===== src/logic/crm_buffer_macros.svh =====
// Widths and depth shared by the CRM receive buffer; include in any file that sizes a port.
`ifndef CRM_BUFFER_MACROS_SVH
`define CRM_BUFFER_MACROS_SVH

// One stored codeword is a payload word with its SECDED check bits.
`define CRM_DATA_WIDTH 32
`define CRM_ECC_WIDTH  7
`define CRM_CW_WIDTH   (`CRM_DATA_WIDTH + `CRM_ECC_WIDTH)

// Ring of codewords and its pointer width.
`define CRM_BUF_DEPTH  8
`define CRM_BUF_AW     3

`endif

===== src/logic/crm_buffer_pkg.sv =====
// Types and helper functions for the CRM receive buffer, imported by the RTL and the testbench.
`include "crm_buffer_macros.svh"

package crm_buffer_pkg;

	// A buffer word is either a response header or raw payload.
	typedef union packed {
		struct packed {
			logic [15:0] reserved;
			logic [3:0]  channel_id;
			logic [3:0]  status;
			logic [7:0]  symbol_count;
		} header;
		logic [`CRM_DATA_WIDTH-1:0] payload;
	} crm_word_u;

	typedef enum logic [1:0] {
		IDLE_READ,
		BUFFER_READ,
		BUFFER_MOVE_POINTER
	} buffer_action_e;

	typedef enum logic [1:0] {
		PACKET_ONGOING,
		PACKET_FILL_ZERO,
		PACKET_FINISHED
	} packet_state_e;

	// Hamming bits sit at the power-of-two positions of a 38-bit codeword.
	function automatic logic [`CRM_ECC_WIDTH-1:0] ecc_check_bits(
		input logic [`CRM_DATA_WIDTH-1:0] data
	);
		logic [`CRM_ECC_WIDTH-2:0] hamming;
		int unsigned               bit_idx;
		hamming = '0;
		bit_idx = 0;
		for (int pos = 1; pos < `CRM_DATA_WIDTH + `CRM_ECC_WIDTH; pos++) begin
			if ((pos & (pos - 1)) != 0) begin
				if (data[bit_idx]) begin
					hamming = hamming ^ (`CRM_ECC_WIDTH - 1)'(pos);
				end
				bit_idx++;
			end
		end
		return {^{hamming, data}, hamming};    // Overall parity on top.
	endfunction

	// Stored payload words that follow a header with this symbol count.
	function automatic logic [`CRM_BUF_AW-1:0] payload_words(input logic [7:0] symbol_count);
		if (symbol_count > 8'd4) begin
			return (`CRM_BUF_AW)'(2);
		end
		if (symbol_count == 8'd4) begin
			return (`CRM_BUF_AW)'(1);
		end
		return '0;
	endfunction

endpackage


===== src/logic/crm_rx_top.sv =====
// CRM receive path top level: packet writer, ECC ring buffer and packet reader wired together.
`include "crm_buffer_macros.svh"

module crm_rx_top (
	input  logic                       clk_rst,
	input  logic                       i_arst_n,
	input  logic                       i_wr_valid,
	input  logic                       i_wr_first,
	input  logic                       i_wr_last,
	input  logic [`CRM_DATA_WIDTH-1:0] i_wr_data,
	input  logic [`CRM_ECC_WIDTH-1:0]  i_wr_ecc,
	input  logic                       i_rd_get_data,
	input  logic                       i_rd_abort,
	output logic                       o_rd_got_data,
	output logic [`CRM_DATA_WIDTH-1:0] o_rd_data,
	output logic                       o_rd_finished,
	output logic                       o_ecc_single,
	output logic                       o_ecc_double,
	output logic                       o_hw_fail,
	output logic                       o_wr_drop
);
	import crm_buffer_pkg::*;

	logic                     wr_req;
	logic [`CRM_BUF_AW-1:0]   wr_addr_offset;
	logic [`CRM_CW_WIDTH-1:0] wr_codeword;
	logic [`CRM_BUF_AW-1:0]   wr_free;
	logic                     wr_commit;
	logic [`CRM_BUF_AW-1:0]   wr_commit_len;
	buffer_action_e           rd_action;
	logic [`CRM_BUF_AW-1:0]   rd_step;
	logic                     rd_ready;
	logic [`CRM_CW_WIDTH-1:0] rd_codeword;

	crm_packet_writer u_writer (
		.clk_rst      (clk_rst),
		.i_arst_n     (i_arst_n),
		.i_wr_valid   (i_wr_valid),
		.i_wr_first   (i_wr_first),
		.i_wr_last    (i_wr_last),
		.i_wr_data    (i_wr_data),
		.i_wr_ecc     (i_wr_ecc),
		.i_free       (wr_free),
		.o_req        (wr_req),
		.o_offset     (wr_addr_offset),
		.o_codeword   (wr_codeword),
		.o_commit     (wr_commit),
		.o_commit_len (wr_commit_len),
		.o_drop       (o_wr_drop)
	);

	crm_ring_buffer u_buffer (
		.clk_rst         (clk_rst),
		.i_arst_n        (i_arst_n),
		.i_wr_req        (wr_req),
		.i_wr_offset     (wr_addr_offset),
		.i_wr_codeword   (wr_codeword),
		.i_wr_commit     (wr_commit),
		.i_wr_commit_len (wr_commit_len),
		.i_rd_action     (rd_action),
		.i_rd_step       (rd_step),
		.o_wr_free       (wr_free),
		.o_rd_ready      (rd_ready),
		.o_rd_codeword   (rd_codeword)
	);

	crm_packet_reader u_reader (
		.clk_rst      (clk_rst),
		.i_arst_n     (i_arst_n),
		.i_get_data   (i_rd_get_data),
		.i_abort      (i_rd_abort),
		.i_ready      (rd_ready),
		.i_codeword   (rd_codeword),
		.o_action     (rd_action),
		.o_step       (rd_step),
		.o_got_data   (o_rd_got_data),
		.o_data       (o_rd_data),
		.o_finished   (o_rd_finished),
		.o_ecc_single (o_ecc_single),
		.o_ecc_double (o_ecc_double),
		.o_hw_fail    (o_hw_fail)
	);

endmodule


===== src/logic/crm_packet_reader.sv =====
// Reads one CRM packet from the ring per request: header, then two payload words, zero-filled.
`include "crm_buffer_macros.svh"

module crm_packet_reader (
	input  logic                           clk_rst,
	input  logic                           i_arst_n,
	input  logic                           i_get_data,
	input  logic                           i_abort,
	input  logic                           i_ready,
	input  logic [`CRM_CW_WIDTH-1:0]       i_codeword,
	output crm_buffer_pkg::buffer_action_e o_action,
	output logic [`CRM_BUF_AW-1:0]         o_step,
	output logic                           o_got_data,
	output logic [`CRM_DATA_WIDTH-1:0]     o_data,
	output logic                           o_finished,
	output logic                           o_ecc_single,
	output logic                           o_ecc_double,
	output logic                           o_hw_fail
);
	import crm_buffer_pkg::*;

	typedef enum logic [1:0] {IDLE, READ_HEADER, READ_DATA, FINISH_PACKET} reader_state_e;

	reader_state_e              state;
	reader_state_e              state_next;
	logic [`CRM_BUF_AW-1:0]     word_cnt;
	logic [`CRM_BUF_AW-1:0]     word_cnt_next;
	logic [`CRM_BUF_AW-1:0]     pkt_words;
	logic [`CRM_BUF_AW-1:0]     pkt_words_next;
	logic [`CRM_DATA_WIDTH-1:0] data_corrected;
	crm_word_u                  rd_word;
	logic                       ecc_cor;
	logic                       ecc_err;
	packet_state_e              packet_state;

	ecc_decoder u_ecc_decoder (
		.i_data    (i_codeword[`CRM_DATA_WIDTH-1:0]),
		.i_ecc     (i_codeword[`CRM_CW_WIDTH-1:`CRM_DATA_WIDTH]),
		.o_data    (data_corrected),
		.o_ecc_cor (ecc_cor),
		.o_ecc_err (ecc_err)
	);

	assign rd_word      = crm_word_u'(data_corrected);
	assign o_ecc_single = ecc_cor && o_action == BUFFER_READ;
	assign o_ecc_double = ecc_err && o_action == BUFFER_READ;

	always_ff @(posedge clk_rst or negedge i_arst_n) begin
		if (!i_arst_n) begin
			state     <= IDLE;
			word_cnt  <= '0;
			pkt_words <= '0;
		end else begin
			state     <= state_next;
			word_cnt  <= word_cnt_next;
			pkt_words <= pkt_words_next;
		end
	end

	// Two payload slots per packet, stored or zero.
	always_comb begin
		if (word_cnt >= (`CRM_BUF_AW)'(2)) begin
			packet_state = PACKET_FINISHED;
		end else if (word_cnt < pkt_words) begin
			packet_state = PACKET_ONGOING;
		end else begin
			packet_state = PACKET_FILL_ZERO;
		end
	end

	always_comb begin
		state_next     = state;
		word_cnt_next  = word_cnt;
		pkt_words_next = pkt_words;
		o_action       = IDLE_READ;
		o_step         = '0;
		o_got_data     = 1'b0;
		o_finished     = 1'b0;
		o_hw_fail      = 1'b0;
		o_data         = rd_word.payload;
		case (state)
			IDLE: begin
				if (i_get_data) begin
					state_next    = READ_HEADER;
					word_cnt_next = '0;
				end
			end
			READ_HEADER: begin
				o_action = BUFFER_READ;
				if (i_ready) begin
					o_got_data     = 1'b1;    // Header goes out too.
					pkt_words_next = payload_words(rd_word.header.symbol_count);
					state_next     = i_abort ? FINISH_PACKET : READ_DATA;
				end else if (i_abort) begin
					state_next = IDLE;    // Nothing popped yet.
				end
			end
			READ_DATA: begin
				case (packet_state)
					PACKET_ONGOING: begin
						if (i_get_data) begin
							o_action = BUFFER_READ;
							if (i_ready) begin
								o_got_data    = 1'b1;
								word_cnt_next = word_cnt + (`CRM_BUF_AW)'(1);
							end
						end
						if (i_abort) begin
							state_next = FINISH_PACKET;
						end
					end
					PACKET_FILL_ZERO: begin
						if (i_get_data) begin
							o_data        = '0;
							o_got_data    = 1'b1;
							word_cnt_next = word_cnt + (`CRM_BUF_AW)'(1);
						end
						if (i_abort) begin
							state_next = IDLE;    // Stored words all consumed.
						end
					end
					PACKET_FINISHED: begin
						o_finished = 1'b1;
						o_hw_fail  = word_cnt != (`CRM_BUF_AW)'(2);    // Counter overshoot.
						state_next = IDLE;
					end
					default: begin
						o_finished = 1'b1;
						o_hw_fail  = 1'b1;
						state_next = IDLE;
					end
				endcase
			end
			FINISH_PACKET: begin
				// Skip the stored words not read yet.
				o_action = BUFFER_MOVE_POINTER;
				o_step   = pkt_words - word_cnt;
				if (i_ready) begin
					state_next = IDLE;
				end
			end
			default: state_next = IDLE;
		endcase
	end

endmodule


===== src/logic/crm_ring_buffer.sv =====
// Single-port codeword ring shared by the packet writer and reader, writer first.
`include "crm_buffer_macros.svh"

module crm_ring_buffer (
	input  logic                           clk_rst,
	input  logic                           i_arst_n,
	input  logic                           i_wr_req,
	input  logic [`CRM_BUF_AW-1:0]         i_wr_offset,
	input  logic [`CRM_CW_WIDTH-1:0]       i_wr_codeword,
	input  logic                           i_wr_commit,
	input  logic [`CRM_BUF_AW-1:0]         i_wr_commit_len,
	input  crm_buffer_pkg::buffer_action_e i_rd_action,
	input  logic [`CRM_BUF_AW-1:0]         i_rd_step,
	output logic [`CRM_BUF_AW-1:0]         o_wr_free,
	output logic                           o_rd_ready,
	output logic [`CRM_CW_WIDTH-1:0]       o_rd_codeword
);
	import crm_buffer_pkg::*;

	logic [`CRM_CW_WIDTH-1:0] mem [`CRM_BUF_DEPTH];
	logic [`CRM_BUF_AW-1:0]   rd_ptr;
	logic [`CRM_BUF_AW-1:0]   wr_ptr;
	logic [`CRM_BUF_AW:0]     fill;
	logic [`CRM_BUF_AW:0]     free_cnt;
	logic [`CRM_BUF_AW:0]     fill_add;
	logic [`CRM_BUF_AW:0]     fill_sub;
	logic                     rd_pop;
	logic                     rd_move;

	// The writer owns the port whenever it writes.
	always_comb begin
		case (i_rd_action)
			BUFFER_READ:         o_rd_ready = !i_wr_req && fill != '0;
			BUFFER_MOVE_POINTER: o_rd_ready = !i_wr_req;
			default:             o_rd_ready = 1'b0;
		endcase
	end

	assign rd_pop  = o_rd_ready && i_rd_action == BUFFER_READ;
	assign rd_move = o_rd_ready && i_rd_action == BUFFER_MOVE_POINTER;

	assign o_rd_codeword = mem[rd_ptr];

	assign free_cnt  = (`CRM_BUF_AW + 1)'(`CRM_BUF_DEPTH) - fill;
	assign o_wr_free = free_cnt[`CRM_BUF_AW] ? '1 : free_cnt[`CRM_BUF_AW-1:0];    // Saturated.

	assign fill_add = i_wr_commit ? {1'b0, i_wr_commit_len} : '0;

	always_comb begin
		fill_sub = '0;
		if (rd_pop) begin
			fill_sub = (`CRM_BUF_AW + 1)'(1);
		end else if (rd_move) begin
			fill_sub = {1'b0, i_rd_step};
		end
	end

	always_ff @(posedge clk_rst) begin
		if (i_wr_req) begin
			mem[wr_ptr + i_wr_offset] <= i_wr_codeword;    // Beyond the committed data.
		end
	end

	always_ff @(posedge clk_rst or negedge i_arst_n) begin
		if (!i_arst_n) begin
			rd_ptr <= '0;
			wr_ptr <= '0;
			fill   <= '0;
		end else begin
			if (i_wr_commit) begin
				wr_ptr <= wr_ptr + i_wr_commit_len;    // Packet becomes visible.
			end
			if (rd_pop) begin
				rd_ptr <= rd_ptr + (`CRM_BUF_AW)'(1);
			end else if (rd_move) begin
				rd_ptr <= rd_ptr + i_rd_step;
			end
			fill <= fill + fill_add - fill_sub;
		end
	end

endmodule


===== src/logic/crm_packet_writer.sv =====
// Frames incoming CRM response words and commits each complete packet to the ring buffer at once.
`include "crm_buffer_macros.svh"

module crm_packet_writer (
	input  logic                       clk_rst,
	input  logic                       i_arst_n,
	input  logic                       i_wr_valid,
	input  logic                       i_wr_first,
	input  logic                       i_wr_last,
	input  logic [`CRM_DATA_WIDTH-1:0] i_wr_data,
	input  logic [`CRM_ECC_WIDTH-1:0]  i_wr_ecc,
	input  logic [`CRM_BUF_AW-1:0]     i_free,
	output logic                       o_req,
	output logic [`CRM_BUF_AW-1:0]     o_offset,
	output logic [`CRM_CW_WIDTH-1:0]   o_codeword,
	output logic                       o_commit,
	output logic [`CRM_BUF_AW-1:0]     o_commit_len,
	output logic                       o_drop
);
	import crm_buffer_pkg::*;

	crm_word_u              head;
	logic                   in_frame;
	logic [`CRM_BUF_AW-1:0] word_cnt;
	logic [`CRM_BUF_AW-1:0] frame_len;
	logic [`CRM_BUF_AW-1:0] new_len;
	logic [`CRM_BUF_AW-1:0] offset_now;
	logic [`CRM_BUF_AW-1:0] eff_free;
	logic                   wr_accept;
	logic                   commit_now;
	logic                   drop_now;

	assign head     = crm_word_u'(i_wr_data);    // Header view, read before correction.
	assign new_len  = payload_words(head.header.symbol_count) + (`CRM_BUF_AW)'(1);
	// A commit in flight has not reached the fill count yet.
	assign eff_free = o_commit ? i_free - o_commit_len : i_free;

	always_comb begin
		wr_accept  = 1'b0;
		commit_now = 1'b0;
		drop_now   = 1'b0;
		offset_now = word_cnt;
		if (i_wr_valid && i_wr_first) begin
			offset_now = '0;
			drop_now   = in_frame;    // Interrupted frame.
			if (new_len > eff_free) begin
				drop_now = 1'b1;
			end else begin
				wr_accept = 1'b1;
				if (i_wr_last) begin
					commit_now = new_len == (`CRM_BUF_AW)'(1);
					drop_now   = drop_now || new_len != (`CRM_BUF_AW)'(1);
				end
			end
		end else if (i_wr_valid && in_frame) begin
			if (word_cnt >= frame_len) begin
				drop_now = 1'b1;    // More words than the header allows.
			end else begin
				wr_accept = 1'b1;
				if (i_wr_last) begin
					commit_now = word_cnt + (`CRM_BUF_AW)'(1) == frame_len;
					drop_now   = word_cnt + (`CRM_BUF_AW)'(1) != frame_len;
				end
			end
		end
	end

	always_ff @(posedge clk_rst or negedge i_arst_n) begin
		if (!i_arst_n) begin
			in_frame  <= 1'b0;
			word_cnt  <= '0;
			frame_len <= '0;
			o_req     <= 1'b0;
			o_commit  <= 1'b0;
			o_drop    <= 1'b0;
		end else begin
			o_req    <= wr_accept;
			o_commit <= commit_now;
			o_drop   <= drop_now;
			if (i_wr_valid && (i_wr_first || in_frame)) begin
				in_frame <= wr_accept && !i_wr_last;
			end
			if (wr_accept) begin
				word_cnt <= offset_now + (`CRM_BUF_AW)'(1);
			end
			if (i_wr_valid && i_wr_first) begin
				frame_len <= new_len;
			end
		end
	end

	always_ff @(posedge clk_rst) begin
		o_offset     <= offset_now;
		o_codeword   <= {i_wr_ecc, i_wr_data};
		o_commit_len <= offset_now + (`CRM_BUF_AW)'(1);    // Words up to and with this one.
	end

endmodule


===== src/logic/ecc_decoder.sv =====
// SECDED decoder for one buffer codeword; corrects single-bit errors and flags double-bit ones.
`include "crm_buffer_macros.svh"

module ecc_decoder (
	input  logic [`CRM_DATA_WIDTH-1:0] i_data,
	input  logic [`CRM_ECC_WIDTH-1:0]  i_ecc,
	output logic [`CRM_DATA_WIDTH-1:0] o_data,
	output logic                       o_ecc_cor,
	output logic                       o_ecc_err
);
	import crm_buffer_pkg::*;

	logic [`CRM_ECC_WIDTH-1:0] check_diff;
	logic [`CRM_ECC_WIDTH-2:0] syndrome;
	logic                      parity_odd;
	logic                      syndrome_valid;

	assign check_diff     = ecc_check_bits(i_data) ^ i_ecc;
	assign syndrome       = check_diff[`CRM_ECC_WIDTH-2:0];
	assign parity_odd     = ^check_diff;    // Odd count of flipped bits.
	assign syndrome_valid = syndrome < (`CRM_ECC_WIDTH - 1)'(`CRM_DATA_WIDTH + `CRM_ECC_WIDTH);

	assign o_ecc_cor = parity_odd && syndrome_valid;
	assign o_ecc_err = (!parity_odd && syndrome != '0) || (parity_odd && !syndrome_valid);

	// A syndrome on a check-bit position leaves the data alone.
	always_comb begin : correct_blk
		int unsigned bit_idx;
		o_data  = i_data;
		bit_idx = 0;
		for (int pos = 1; pos < `CRM_DATA_WIDTH + `CRM_ECC_WIDTH; pos++) begin
			if ((pos & (pos - 1)) != 0) begin
				if (parity_odd && syndrome == (`CRM_ECC_WIDTH - 1)'(pos)) begin
					o_data[bit_idx] = ~i_data[bit_idx];    // Flip the addressed bit.
				end
				bit_idx++;
			end
		end
	end

endmodule


===== config.mk =====
export PLATFORM = sky130hd
export DESIGN_NAME = crm_rx_top
export DESIGN_NICKNAME = d
export VERILOG_FILES = /design/src/logic/crm_buffer_pkg.sv /design/src/logic/crm_rx_top.sv /design/src/logic/crm_packet_reader.sv /design/src/logic/crm_ring_buffer.sv /design/src/logic/crm_packet_writer.sv /design/src/logic/ecc_decoder.sv
export VERILOG_INCLUDE_DIRS = /design/src /design/src/logic
export SDC_FILE = /design/constraint.sdc
export NUM_CORES = 1
export LEC_CHECK = 0
export BUFFER_PORTS_ARGS = -buffer_cell sky130_fd_sc_hd__clkbuf_2
export CORE_MARGIN = 3
export CORE_UTILIZATION = 60
export CTS_CLUSTER_SIZE = 10
export DETAILED_ROUTE_END_ITERATION = 6
export PLACE_DENSITY = 0.78
export SKIP_CTS_REPAIR_TIMING = 1
export SLEW_MARGIN = 0
export SYNTH_ARGS = -nofsm -noshare
export SYNTH_HDL_FRONTEND = slang
export SYNTH_SLANG_ARGS = --single-unit

===== constraint.sdc =====
create_clock -name clk_rst -period 7.8 [get_ports clk_rst]
set_clock_uncertainty 0.05 [all_clocks]
set_input_delay 1.56 -clock clk_rst [delete_from_list [all_inputs] [get_ports clk_rst]]
set_output_delay 1.56 -clock clk_rst [all_outputs]
set_load 0.005 [all_outputs]

[Word-level counts from Yosys, hierarchy flattened]
Memories as Yosys holds them, arrays and structs flattened.
Index checks and enable logic that the tools add are counted.
Word-level totals
  flip-flop bits (word level): 73
  memory bits (writable): 312
  bits of input ports: 46
  output and inout bits: 38
  memories kept: 1
Cells by class
  $add $sub $neg: 13
  order comparisons: 7
  eq/ne operators: 54
  multiplexer cells: 216
  bitwise gates (word level): 64
  reductions and logical operators: 63
Memories
  u_buffer.mem: words 8, bits a word 39, rd ports 1, clocked after memory_dff 0, wr ports 1, RTL line crm_ring_buffer.sv:20  | logic [`CRM_CW_WIDTH-1:0] mem [`CRM_BUF_DEPTH];
Operator list (number)
  32-bit 2-to-1 mux: 7
  3-bit 2-to-1 mux: 48
  6-bit by 5-bit == test with 1-bit output, second input constant: 15
  5-bit 2-to-1 mux: 16
  1-bit 2-to-1 mux: 71
  2-bit 2-to-1 mux: 23
  1-bit logical AND: 44
  6-bit by 4-bit == test with 1-bit output, second input constant: 7
  6-bit 2-to-1 mux: 7
  4-bit 2-to-1 mux: 10
  3-bit inverter: 13
  38-bit parity: 1
  6-bit == test, second input constant: 6
  1-bit inverter: 32
  31-bit 2-to-1 mux: 1
  30-bit 2-to-1 mux: 1
  29-bit 2-to-1 mux: 1
  28-bit 2-to-1 mux: 1
  27-bit 2-to-1 mux: 1
  26-bit 2-to-1 mux: 1
  25-bit 2-to-1 mux: 1
  24-bit 2-to-1 mux: 1
  2-bit inverter: 12
  23-bit 2-to-1 mux: 1
  other kinds (59): 96

[Depth between registers and ports, before layout]
Gate-level depths: netlist of run 1.
An unclocked memory read counts as a cell.
  depth after elaboration: 117
  depth in mapped cells: 24
  depth with buffers taken out: 19

[Cells and area by module]
Synthesis of run 1 repeated with hierarchy kept, for this count alone.
Unflattened totals
  cell total of the unflattened synthesis: 956
  area, all modules: 16763.6 µm²
Modules (own cells, without submodules)
  crm_ring_buffer: instances 1, cells each 548, area each 12653.4 µm²
  crm_packet_writer: instances 1, cells each 133, area each 1697.9 µm²
  ecc_decoder: instances 1, cells each 165, area each 1497.7 µm²
  crm_packet_reader: instances 1, cells each 110, area each 914.6 µm²

[Least setup slack after synthesis of run 1]
Ideal clock, no wire load.
  path kind: reg-to-output
  start point: register u_buffer.rd_ptr[0]
  end point: output o_rd_data[1]
  arrival time: 5489 ps
  required time: 6190 ps
  path slack: 701 ps
  stages on the path, launching flop included: 25
  path buffers: 7
  cell sequence: dfrtp_1 > buf_6 > buf_4 > buf_2 > buf_4 > buf_1 > mux4_2 > mux2i_1 > xor2_1 > xnor2_1 > xnor2_1 > xor2_1 > ha_1 > xor2_1 > xnor2_1 > xnor2_1 > xnor2_1 > xnor3_1 > xnor3_2 > xnor2_4 > buf_6 > buf_2 > nand4_1 > xnor2_1 > nor2_1
On the way
  longest elaborated chain between the ends: 91
Ends and longest elaborated chain
  start: declaration: RTL line crm_ring_buffer.sv:21  | logic [`CRM_BUF_AW-1:0] rd_ptr;
  start signal: assignment: RTL line crm_ring_buffer.sv:74  | rd_ptr <= rd_ptr + (`CRM_BUF_AW)'(1);
  start signal: assignment: RTL line crm_ring_buffer.sv:76  | rd_ptr <= rd_ptr + i_rd_step;
  memory 8 x 39 bit (*)
  2-bit 2-to-1 mux: RTL line crm_buffer_pkg.sv:39  | if (data[bit_idx]) begin
  2-bit inverter (no line) / 3-bit 2-to-1 mux (equally long branches)
  3-bit 2-to-1 mux / 2-bit inverter (equally long branches)
  3-bit 2-to-1 mux: RTL line crm_buffer_pkg.sv:39
  3-bit inverter (no line)
  3-bit 2-to-1 mux: RTL line crm_buffer_pkg.sv:39
  2-bit inverter (no line) / 4-bit 2-to-1 mux (equally long branches)
  [... 75 more ...]
  31-bit 2-to-1 mux (*): RTL line ecc_decoder.sv:33  | if (parity_odd && syndrome == (`CRM_ECC_WIDTH - 1)'(pos)) begin
  32-bit 2-to-1 mux (*): RTL line ecc_decoder.sv:33
  32-bit 2-to-1 mux: RTL line crm_packet_reader.sv:113  | if (i_get_data) begin
  32-bit 2-to-1 mux: RTL line crm_packet_reader.sv:99  | case (packet_state)
  32-bit 2-to-1 mux: RTL line crm_packet_reader.sv:81  | case (state)
  32-bit 2-to-1 mux: RTL line crm_packet_reader.sv:99
  32-bit 2-to-1 mux: RTL line crm_packet_reader.sv:81
  32-bit 2-to-1 mux (*): RTL line crm_packet_reader.sv:81
  end: declaration: RTL line crm_rx_top.sv:15  | output logic [`CRM_DATA_WIDTH-1:0] o_rd_data,
Mark *: on every way between the ends. The rest lies on a longest branch, timed or not. The select of a mux whose other input is x is not followed.

[Worst setup path after layout of run 1]
  start point: register u_buffer.rd_ptr[0]
  end point: output o_rd_data[13]
On the way
  longest elaborated chain between the ends: 79
Ends and longest elaborated chain (RTL line)
  memory 8 x 39 bit (*)
  2-bit 2-to-1 mux: crm_buffer_pkg.sv:39
  2-bit inverter (no line) / 3-bit 2-to-1 mux (equally long branches)
  3-bit 2-to-1 mux / 2-bit inverter (equally long branches)
  3-bit 2-to-1 mux: crm_buffer_pkg.sv:39
  3-bit inverter (no line)
  3-bit 2-to-1 mux: crm_buffer_pkg.sv:39
  2-bit inverter (no line) / 4-bit 2-to-1 mux (equally long branches)
  [... 63 more ...]
  31-bit 2-to-1 mux (*): ecc_decoder.sv:33
  32-bit 2-to-1 mux (*): ecc_decoder.sv:33
  32-bit 2-to-1 mux: crm_packet_reader.sv:113
  32-bit 2-to-1 mux: crm_packet_reader.sv:99
  32-bit 2-to-1 mux: crm_packet_reader.sv:81
  32-bit 2-to-1 mux: crm_packet_reader.sv:99
  32-bit 2-to-1 mux: crm_packet_reader.sv:81
  32-bit 2-to-1 mux (*): crm_packet_reader.sv:81
Marked as above.

==> results.ini, run 1 <==
[outcome]
status=finished clean

[grt]
grt.total_usage_pct=24.7
grt_pass1_wl_um=57900
grt-ovfl-total=0
grt_max_degree=40
antenna_found_initial=0
grt_pass1_vias=10100

[critical_path]
crit_path_cell_trace=buf_4, clkbuf_16, mux4_2, mux2i_4, buf_4, xor2_1, xnor2_1, xnor2_1, xnor2_1, xor2_1, inv_1, ha_1, xnor2_2, xnor2_2, xnor2_1, xnor3_1, xnor3_2, xnor2_4, buf_6, buf_4, nand3_1, xnor2_1, nor2_1, clkbuf_2
crit_path_max_fanout=13
crit_type=reg2out
startpoint_type=flop
cp-end-kind=output port
crit_top_cell=xnor2_1
cp_data_required_time_ps=6190
cp.arrival_ps=6180
slowest_delay_ps=550
cp_slowest_cell=mux4_2

[logic_synthesis]
synth_top_area_share_pct=54.1
ys.flop_type=edfxtp_1
synth_cell_types=60
yosysWarnings=0
netlist_top_cells_area=edfxtp_1 54%, mux4_2 10%, xnor2_1 5.2%, dfxtp_1 5.2%, dfrtp_1 3.9%
syn_avg_cell_area_sq_um=16.1
synth_most_common_cell=edfxtp_1
synth-edff-count=312
synth.top_cells.by_count=312 x edfxtp_1, 103 x xnor2_1, 79 x mux4_2
synth_async_sr_flop_share_pct=7.03
yosysTopAreaCell=edfxtp_1
synth_area_sq_um=17300
synth_fp_nets=1168
ys_seq_area_share_pct=63.2
syn_inst=1076
ys_ff_latch=384

[flow_run]
maxCapViolations=0

[final_layout]
nets=1318
drive_above_1_share_pct=26.9
design_area_sq_um=20100
diodes=0
syn2layout_area_growth_pct=16.4

[sta]
worst_pin_slew_ps=733
relSlewSlack_pct=50.7
fin_crit_sh_pct=99.9
rsz0062_at_grt=yes
hold_viol=0
drv_slew=0
setup-violations-final=0
min_period_ps=7790
fmax_mhz=128

[die]
design.die.area_sq_um=30900
rows=61
die_h_um=176
core_area_sq_um=28100
ios=84
die_w_um=176
start_util_pct=61.6

[clock_tree]
htree_levels=2
cts_tree=done
cts_sinks=384
clockBufferDepth=3
cts_root_buf=clkbuf_16
path_clk_slew_ps=50
numCtsBuffers=44
clock_latency_ps=550

[drt]
vias=9859
viasPerCell=6.03
drtAntennaViolNets=0
routed_wl_um=38300
first_pass_iters=5
drc=0
drt_iter0_drc=903
routedWlPerCell_um=23.4

[placed_design]
portBuffers=83
place_area_sq_um=18400
dp_hpwl_um=23600
gp_congestion=0.904

[min_path]
min_path_type=reg2reg

[state kept, by name, indices dropped and copies added, names as in the netlist]
signal,count
u_writer.o_req,1
u_writer.in_frame,1
u_writer.word_cnt,3
u_writer.o_drop,1
u_writer.o_offset,3
u_reader.state,2
u_buffer.rd_ptr,3
u_reader.word_cnt,3
u_writer.o_commit_len,3
u_buffer.mem,312
u_writer.o_commit,1
u_buffer.fill,4
u_reader.pkt_words,2
u_buffer.wr_ptr,3
u_writer.frame_len,3
u_writer.o_codeword,39
[path summary, 6_finish.rpt]
path / slack (ps) / startpoint / depth (start not counted) / end
setup / recovery: 9 / u_buffer.rd_ptr[0] / 24 / o_rd_data[13]
hold / removal: 450 / u_buffer.wr_ptr[2] / 1 / u_buffer.wr_ptr[2]
setup reg to reg: 2060 / u_buffer.rd_ptr[0] / 23 / u_reader.pkt_words[0]
hold reg to reg: 450 / u_buffer.wr_ptr[2] / 1 / u_buffer.wr_ptr[2]
max in group asynchronous: 6130 / i_arst_n / 1 / u_buffer.rd_ptr[1]
min in group asynchronous: 1020 / i_arst_n / 1 / u_buffer.fill[3]
[area by class of cell]
| class | instances | area (sq um) |
|---|---|---|
| Fill cell | 1764 | 7940 |
| Tap cell | 378 | 473 |
| Multi-Input combinational cell | 608 | 6180 |
| Clock inverter | 4 | 73.8 |
| Clock buffer | 74 | 1220 |
| Timing Repair Buffer | 150 | 1090 |
| Sequential cell | 384 | 11000 |
| Inverter | 38 | 146 |
[per-stage QoR]
| stage | util [%] | cells | hold WS (ps) | worst slack, ps | setup TNS [ps] |
|---|---|---|---|---|---|
| after global placement | 65.3 | 1530 | 431 | 357 | 0 |
| after floorplan | - | 1076 | 398 | 701 | 0 |
| final | 71.7 | 1636 | 447 | 9.46 | 0 |
| after global routing | 71.7 | 1636 | 456 | -147 | -1530 |
| after CTS | 70.0 | 1608 | 446 | -416 | -6900 |
| after detailed placement | 65.3 | 1530 | 434 | 270 | 0 |
[cell usage in the layout, fill, tap and decap left out, types with 5 or more instances in the layout]
cell type,netlist,routed
nor2b_1,5,5
buf_4,5,50
a211oi_1,8,7
nand2_1,40,38
nand2b_1,9,9
nand3_1,9,9
inv_1,37,37
and2_1,9,9
a21o_1,6,6
ha_1,38,38
mux2i_1,47,40
a21oi_1,14,14
xnor2_1,103,90
fa_1,8,8
mux4_2,79,79
clkbuf_1,17,29
o21ai_0,15,15
xnor2_2,1,14
nand4_1,26,26
dfrtp_1,27,24
xor2_1,51,50
and3_1,7,7
nor3_1,13,9
mux2i_2,2,9
clkbuf_16,0,46
clkbuf_2,0,83
edfxtp_1,312,312
nor2_1,63,55
buf_12,0,6
dfxtp_1,45,45
[worst max-delay path: cells and delay by family (launching register included)]
family	cells	cell delay, ps
flip-flops	1	490
XOR/XNOR	12	2630
buffers and inverters	7	1110
multiplexers	2	760
AND/OR/NAND/NOR	2	330
adder cells (fa/ha/maj)	1	320
[logic make-up after synthesis]
kind of cell | synth area share, %
AOI/OAI and AO/OA | 2.73
xor gates and xnor gates | 8.71
adders and majority gates | 3.67
buffers and inverters | 2.24
DFF | 63.2
muxes | 14.0
other | 0.0217
and+or+nand+nor | 5.37
[layer usage]
layer  up-vias  GRT usage, %  wire [um]
li1       4366             -          -
met1      4974          33.9      15800
met2       454          39.9      18500
met3        65          5.45       2980
met4         0          8.45       1000
met5         -             0          0
Power of run 1 is left out: the tool's default activity adds up to more than one toggle a clock period on the data nets, which glitch-free logic cannot reach.
==> run 2, diff against run 1 <==
- MAX_ROUTING_LAYER: default -> met4
==> results.ini, run 2 (same netlist as run 1, synthesis figures left out) <==
[grt]
grt_max_degree=40  ; unchanged
met3_usage_pct=5.40  ; was 5.45%
met1_usage_pct=33.9  ; about the same
grt-ovfl-total=0  ; unchanged
antenna_found_initial=0  ; unchanged
busiest_layer=met2  ; unchanged
grt_pass1_vias=10100  ; about the same
gr-usage-met2_pct=40.0  ; was 39.9%
grt_pass1_wl_um=57900  ; about the same
grt.total_usage_pct=25.5  ; was 24.7%

[placed_design]
dp_cells=1530  ; unchanged
dp_hpwl_um=23600  ; unchanged
portBuffers=83  ; unchanged
gp_congestion=0.920  ; was 0.904

[final_layout]
largest_register=u_buffer.mem  ; unchanged
nets=1324  ; was 1318
seqCellArea_sq_um=11000  ; unchanged
finalNonFillerCells=1642  ; was 1636
multiInputGateArea_sq_um=6210  ; was 6180 sq um
final_cell_mix=312 x edfxtp_1, 89 x xnor2_1, 83 x clkbuf_2  ; was 312 x edfxtp_1, 90 x xnor2_1, 83 x clkbuf_2
syn2layout_area_growth_pct=16.8  ; was 16.4%
final_common_cell=edfxtp_1  ; unchanged
fillCellCount=1762  ; was 1764
largestRegisters=u_buffer.mem x312, u_writer.o_codeword x39, u_buffer.fill x4  ; unchanged
largest_register_ffs=312  ; unchanged
diodes=0  ; unchanged
drive_above_1_share_pct=27.5  ; was 26.9%

[clock_tree]
clock_latency_ps=550  ; about the same
cts_tree=done  ; unchanged
path_clk_slew_ps=50  ; about the same
htree_levels=2  ; unchanged
numCtsBuffers=44  ; unchanged
cts_root_buf=clkbuf_16  ; unchanged
clockBufferDepth=3  ; unchanged
cts_sinks=384  ; unchanged

[critical_path]
crit_type=reg2out  ; unchanged
slowest_delay_ps=560  ; was 550 ps
crit_path_cell_trace=buf_8, mux4_2, xor2_1, mux2i_1, buf_4, xnor2_2, xor2_1, buf_4, xnor2_1, xnor2_2, ha_1, xor2_2, xnor2_2, xnor2_2, xnor2_1, xnor3_1, xnor3_2, xnor2_4, buf_4, buf_4, nand3_1, xnor2_1, nor2_1, clkbuf_2  ; was buf_4, clkbuf_16, mux4_2, mux2i_4, buf_4, xor2_1, xnor2_1, xnor2_1, xnor2_1, xor2_1, inv_1, ha_1, xnor2_2, xnor2_2, xnor2_1, xnor3_1, xnor3_2, xnor2_4, buf_6, buf_4, nand3_1, xnor2_1, nor2_1, clkbuf_2
crit_family=XOR/XNOR gates  ; unchanged
crit_path_max_fanout=9  ; was 13
startpoint_type=flop  ; unchanged
reg2reg_slack_ps=2080  ; was 2060 ps
cp_data_required_time_ps=6190  ; about the same
cp-end-kind=output port  ; unchanged
cp.buffers_inverters=6  ; was 7
cp.arrival_ps=6140  ; was 6180 ps
cp_slowest_cell=mux4_2  ; unchanged

[drt]
drt_iter0_drc=1077  ; was 903
drtAntennaViolNets=0  ; unchanged
routedWlPerCell_um=23.5  ; was 23.4 um
vias=9960  ; was 9859
routed_wl_um=38600  ; was 38300 um
drc=0  ; unchanged
viasPerCell=6.07  ; was 6.03
first_pass_iters=5  ; unchanged

[sta]
min_period_ps=7750  ; was 7790 ps
hold_viol=0  ; unchanged
setup-violations-final=0  ; unchanged
rsz0062_at_grt=yes  ; unchanged
relSlewSlack_pct=50.8  ; was 50.7%
drv_slew=0  ; unchanged
fin_crit_sh_pct=99.3  ; was 99.9%
worst_pin_slew_ps=738  ; was 733 ps
fmax_mhz=129  ; was 128 MHz

[die]
die_h_um=176  ; unchanged
start_util_pct=61.6  ; unchanged
design.die.area_sq_um=30900  ; unchanged
die_w_um=176  ; unchanged
ios=84  ; unchanged
core_area_sq_um=28100  ; unchanged
rows=61  ; unchanged

[outcome]
status=finished clean  ; unchanged

[flow_run]
maxCapViolations=0  ; unchanged

[min_path]
min_path_type=reg2reg  ; unchanged

## run 2: worst paths after layout
| check | from | to | cells after the start |
|---|---|---|---|
| setup reg to reg | u_buffer.rd_ptr[0] | u_reader.pkt_words[0] | 23 |
| min in group asynchronous | i_arst_n | u_buffer.fill[3] | 1 |
| hold / removal | u_buffer.wr_ptr[2] | u_buffer.wr_ptr[2] | 1 |
| setup / recovery | u_buffer.rd_ptr[0] | o_rd_data[13] | 24 |
| max in group asynchronous | i_arst_n | u_buffer.rd_ptr[1] | 1 |
| hold reg to reg | u_buffer.wr_ptr[2] | u_buffer.wr_ptr[2] | 1 |
## run 2: metal layers
metal,up-vias,part of all wire [%]
met1,4990,40
met5,-,0
li1,4378,-
met2,523,48
met3,69,9.0
met4,0,2.6
## run 2: final cells by class
type / count / share of cell area (%)
Sequential cell: 384 / 54.2
Multi-Input combinational cell: 608 / 30.7
Clock buffer: 74 / 6.06
Timing Repair Buffer: 156 / 5.56
Tap cell: 378 / 2.34
Inverter: 38 / 0.725
Clock inverter: 4 / 0.365
## run 2: metrics by stage
stage	hold WS, ps	setup WS [ps]	instance area [sq um]	TNS (ps)	utilization, %
2_1_floorplan	398	701	17300	0	-
3_3_place_gp	431	357	18400	0	65.3
3_5_place_dp	434	270	18400	0	65.3
4_1_cts	446	-416	19700	-6900	70.0
5_1_grt	456	-123	20200	-638	71.9
6_report	446	53.7	20200	0	71.9
Power of run 2 is left out for the same reason.
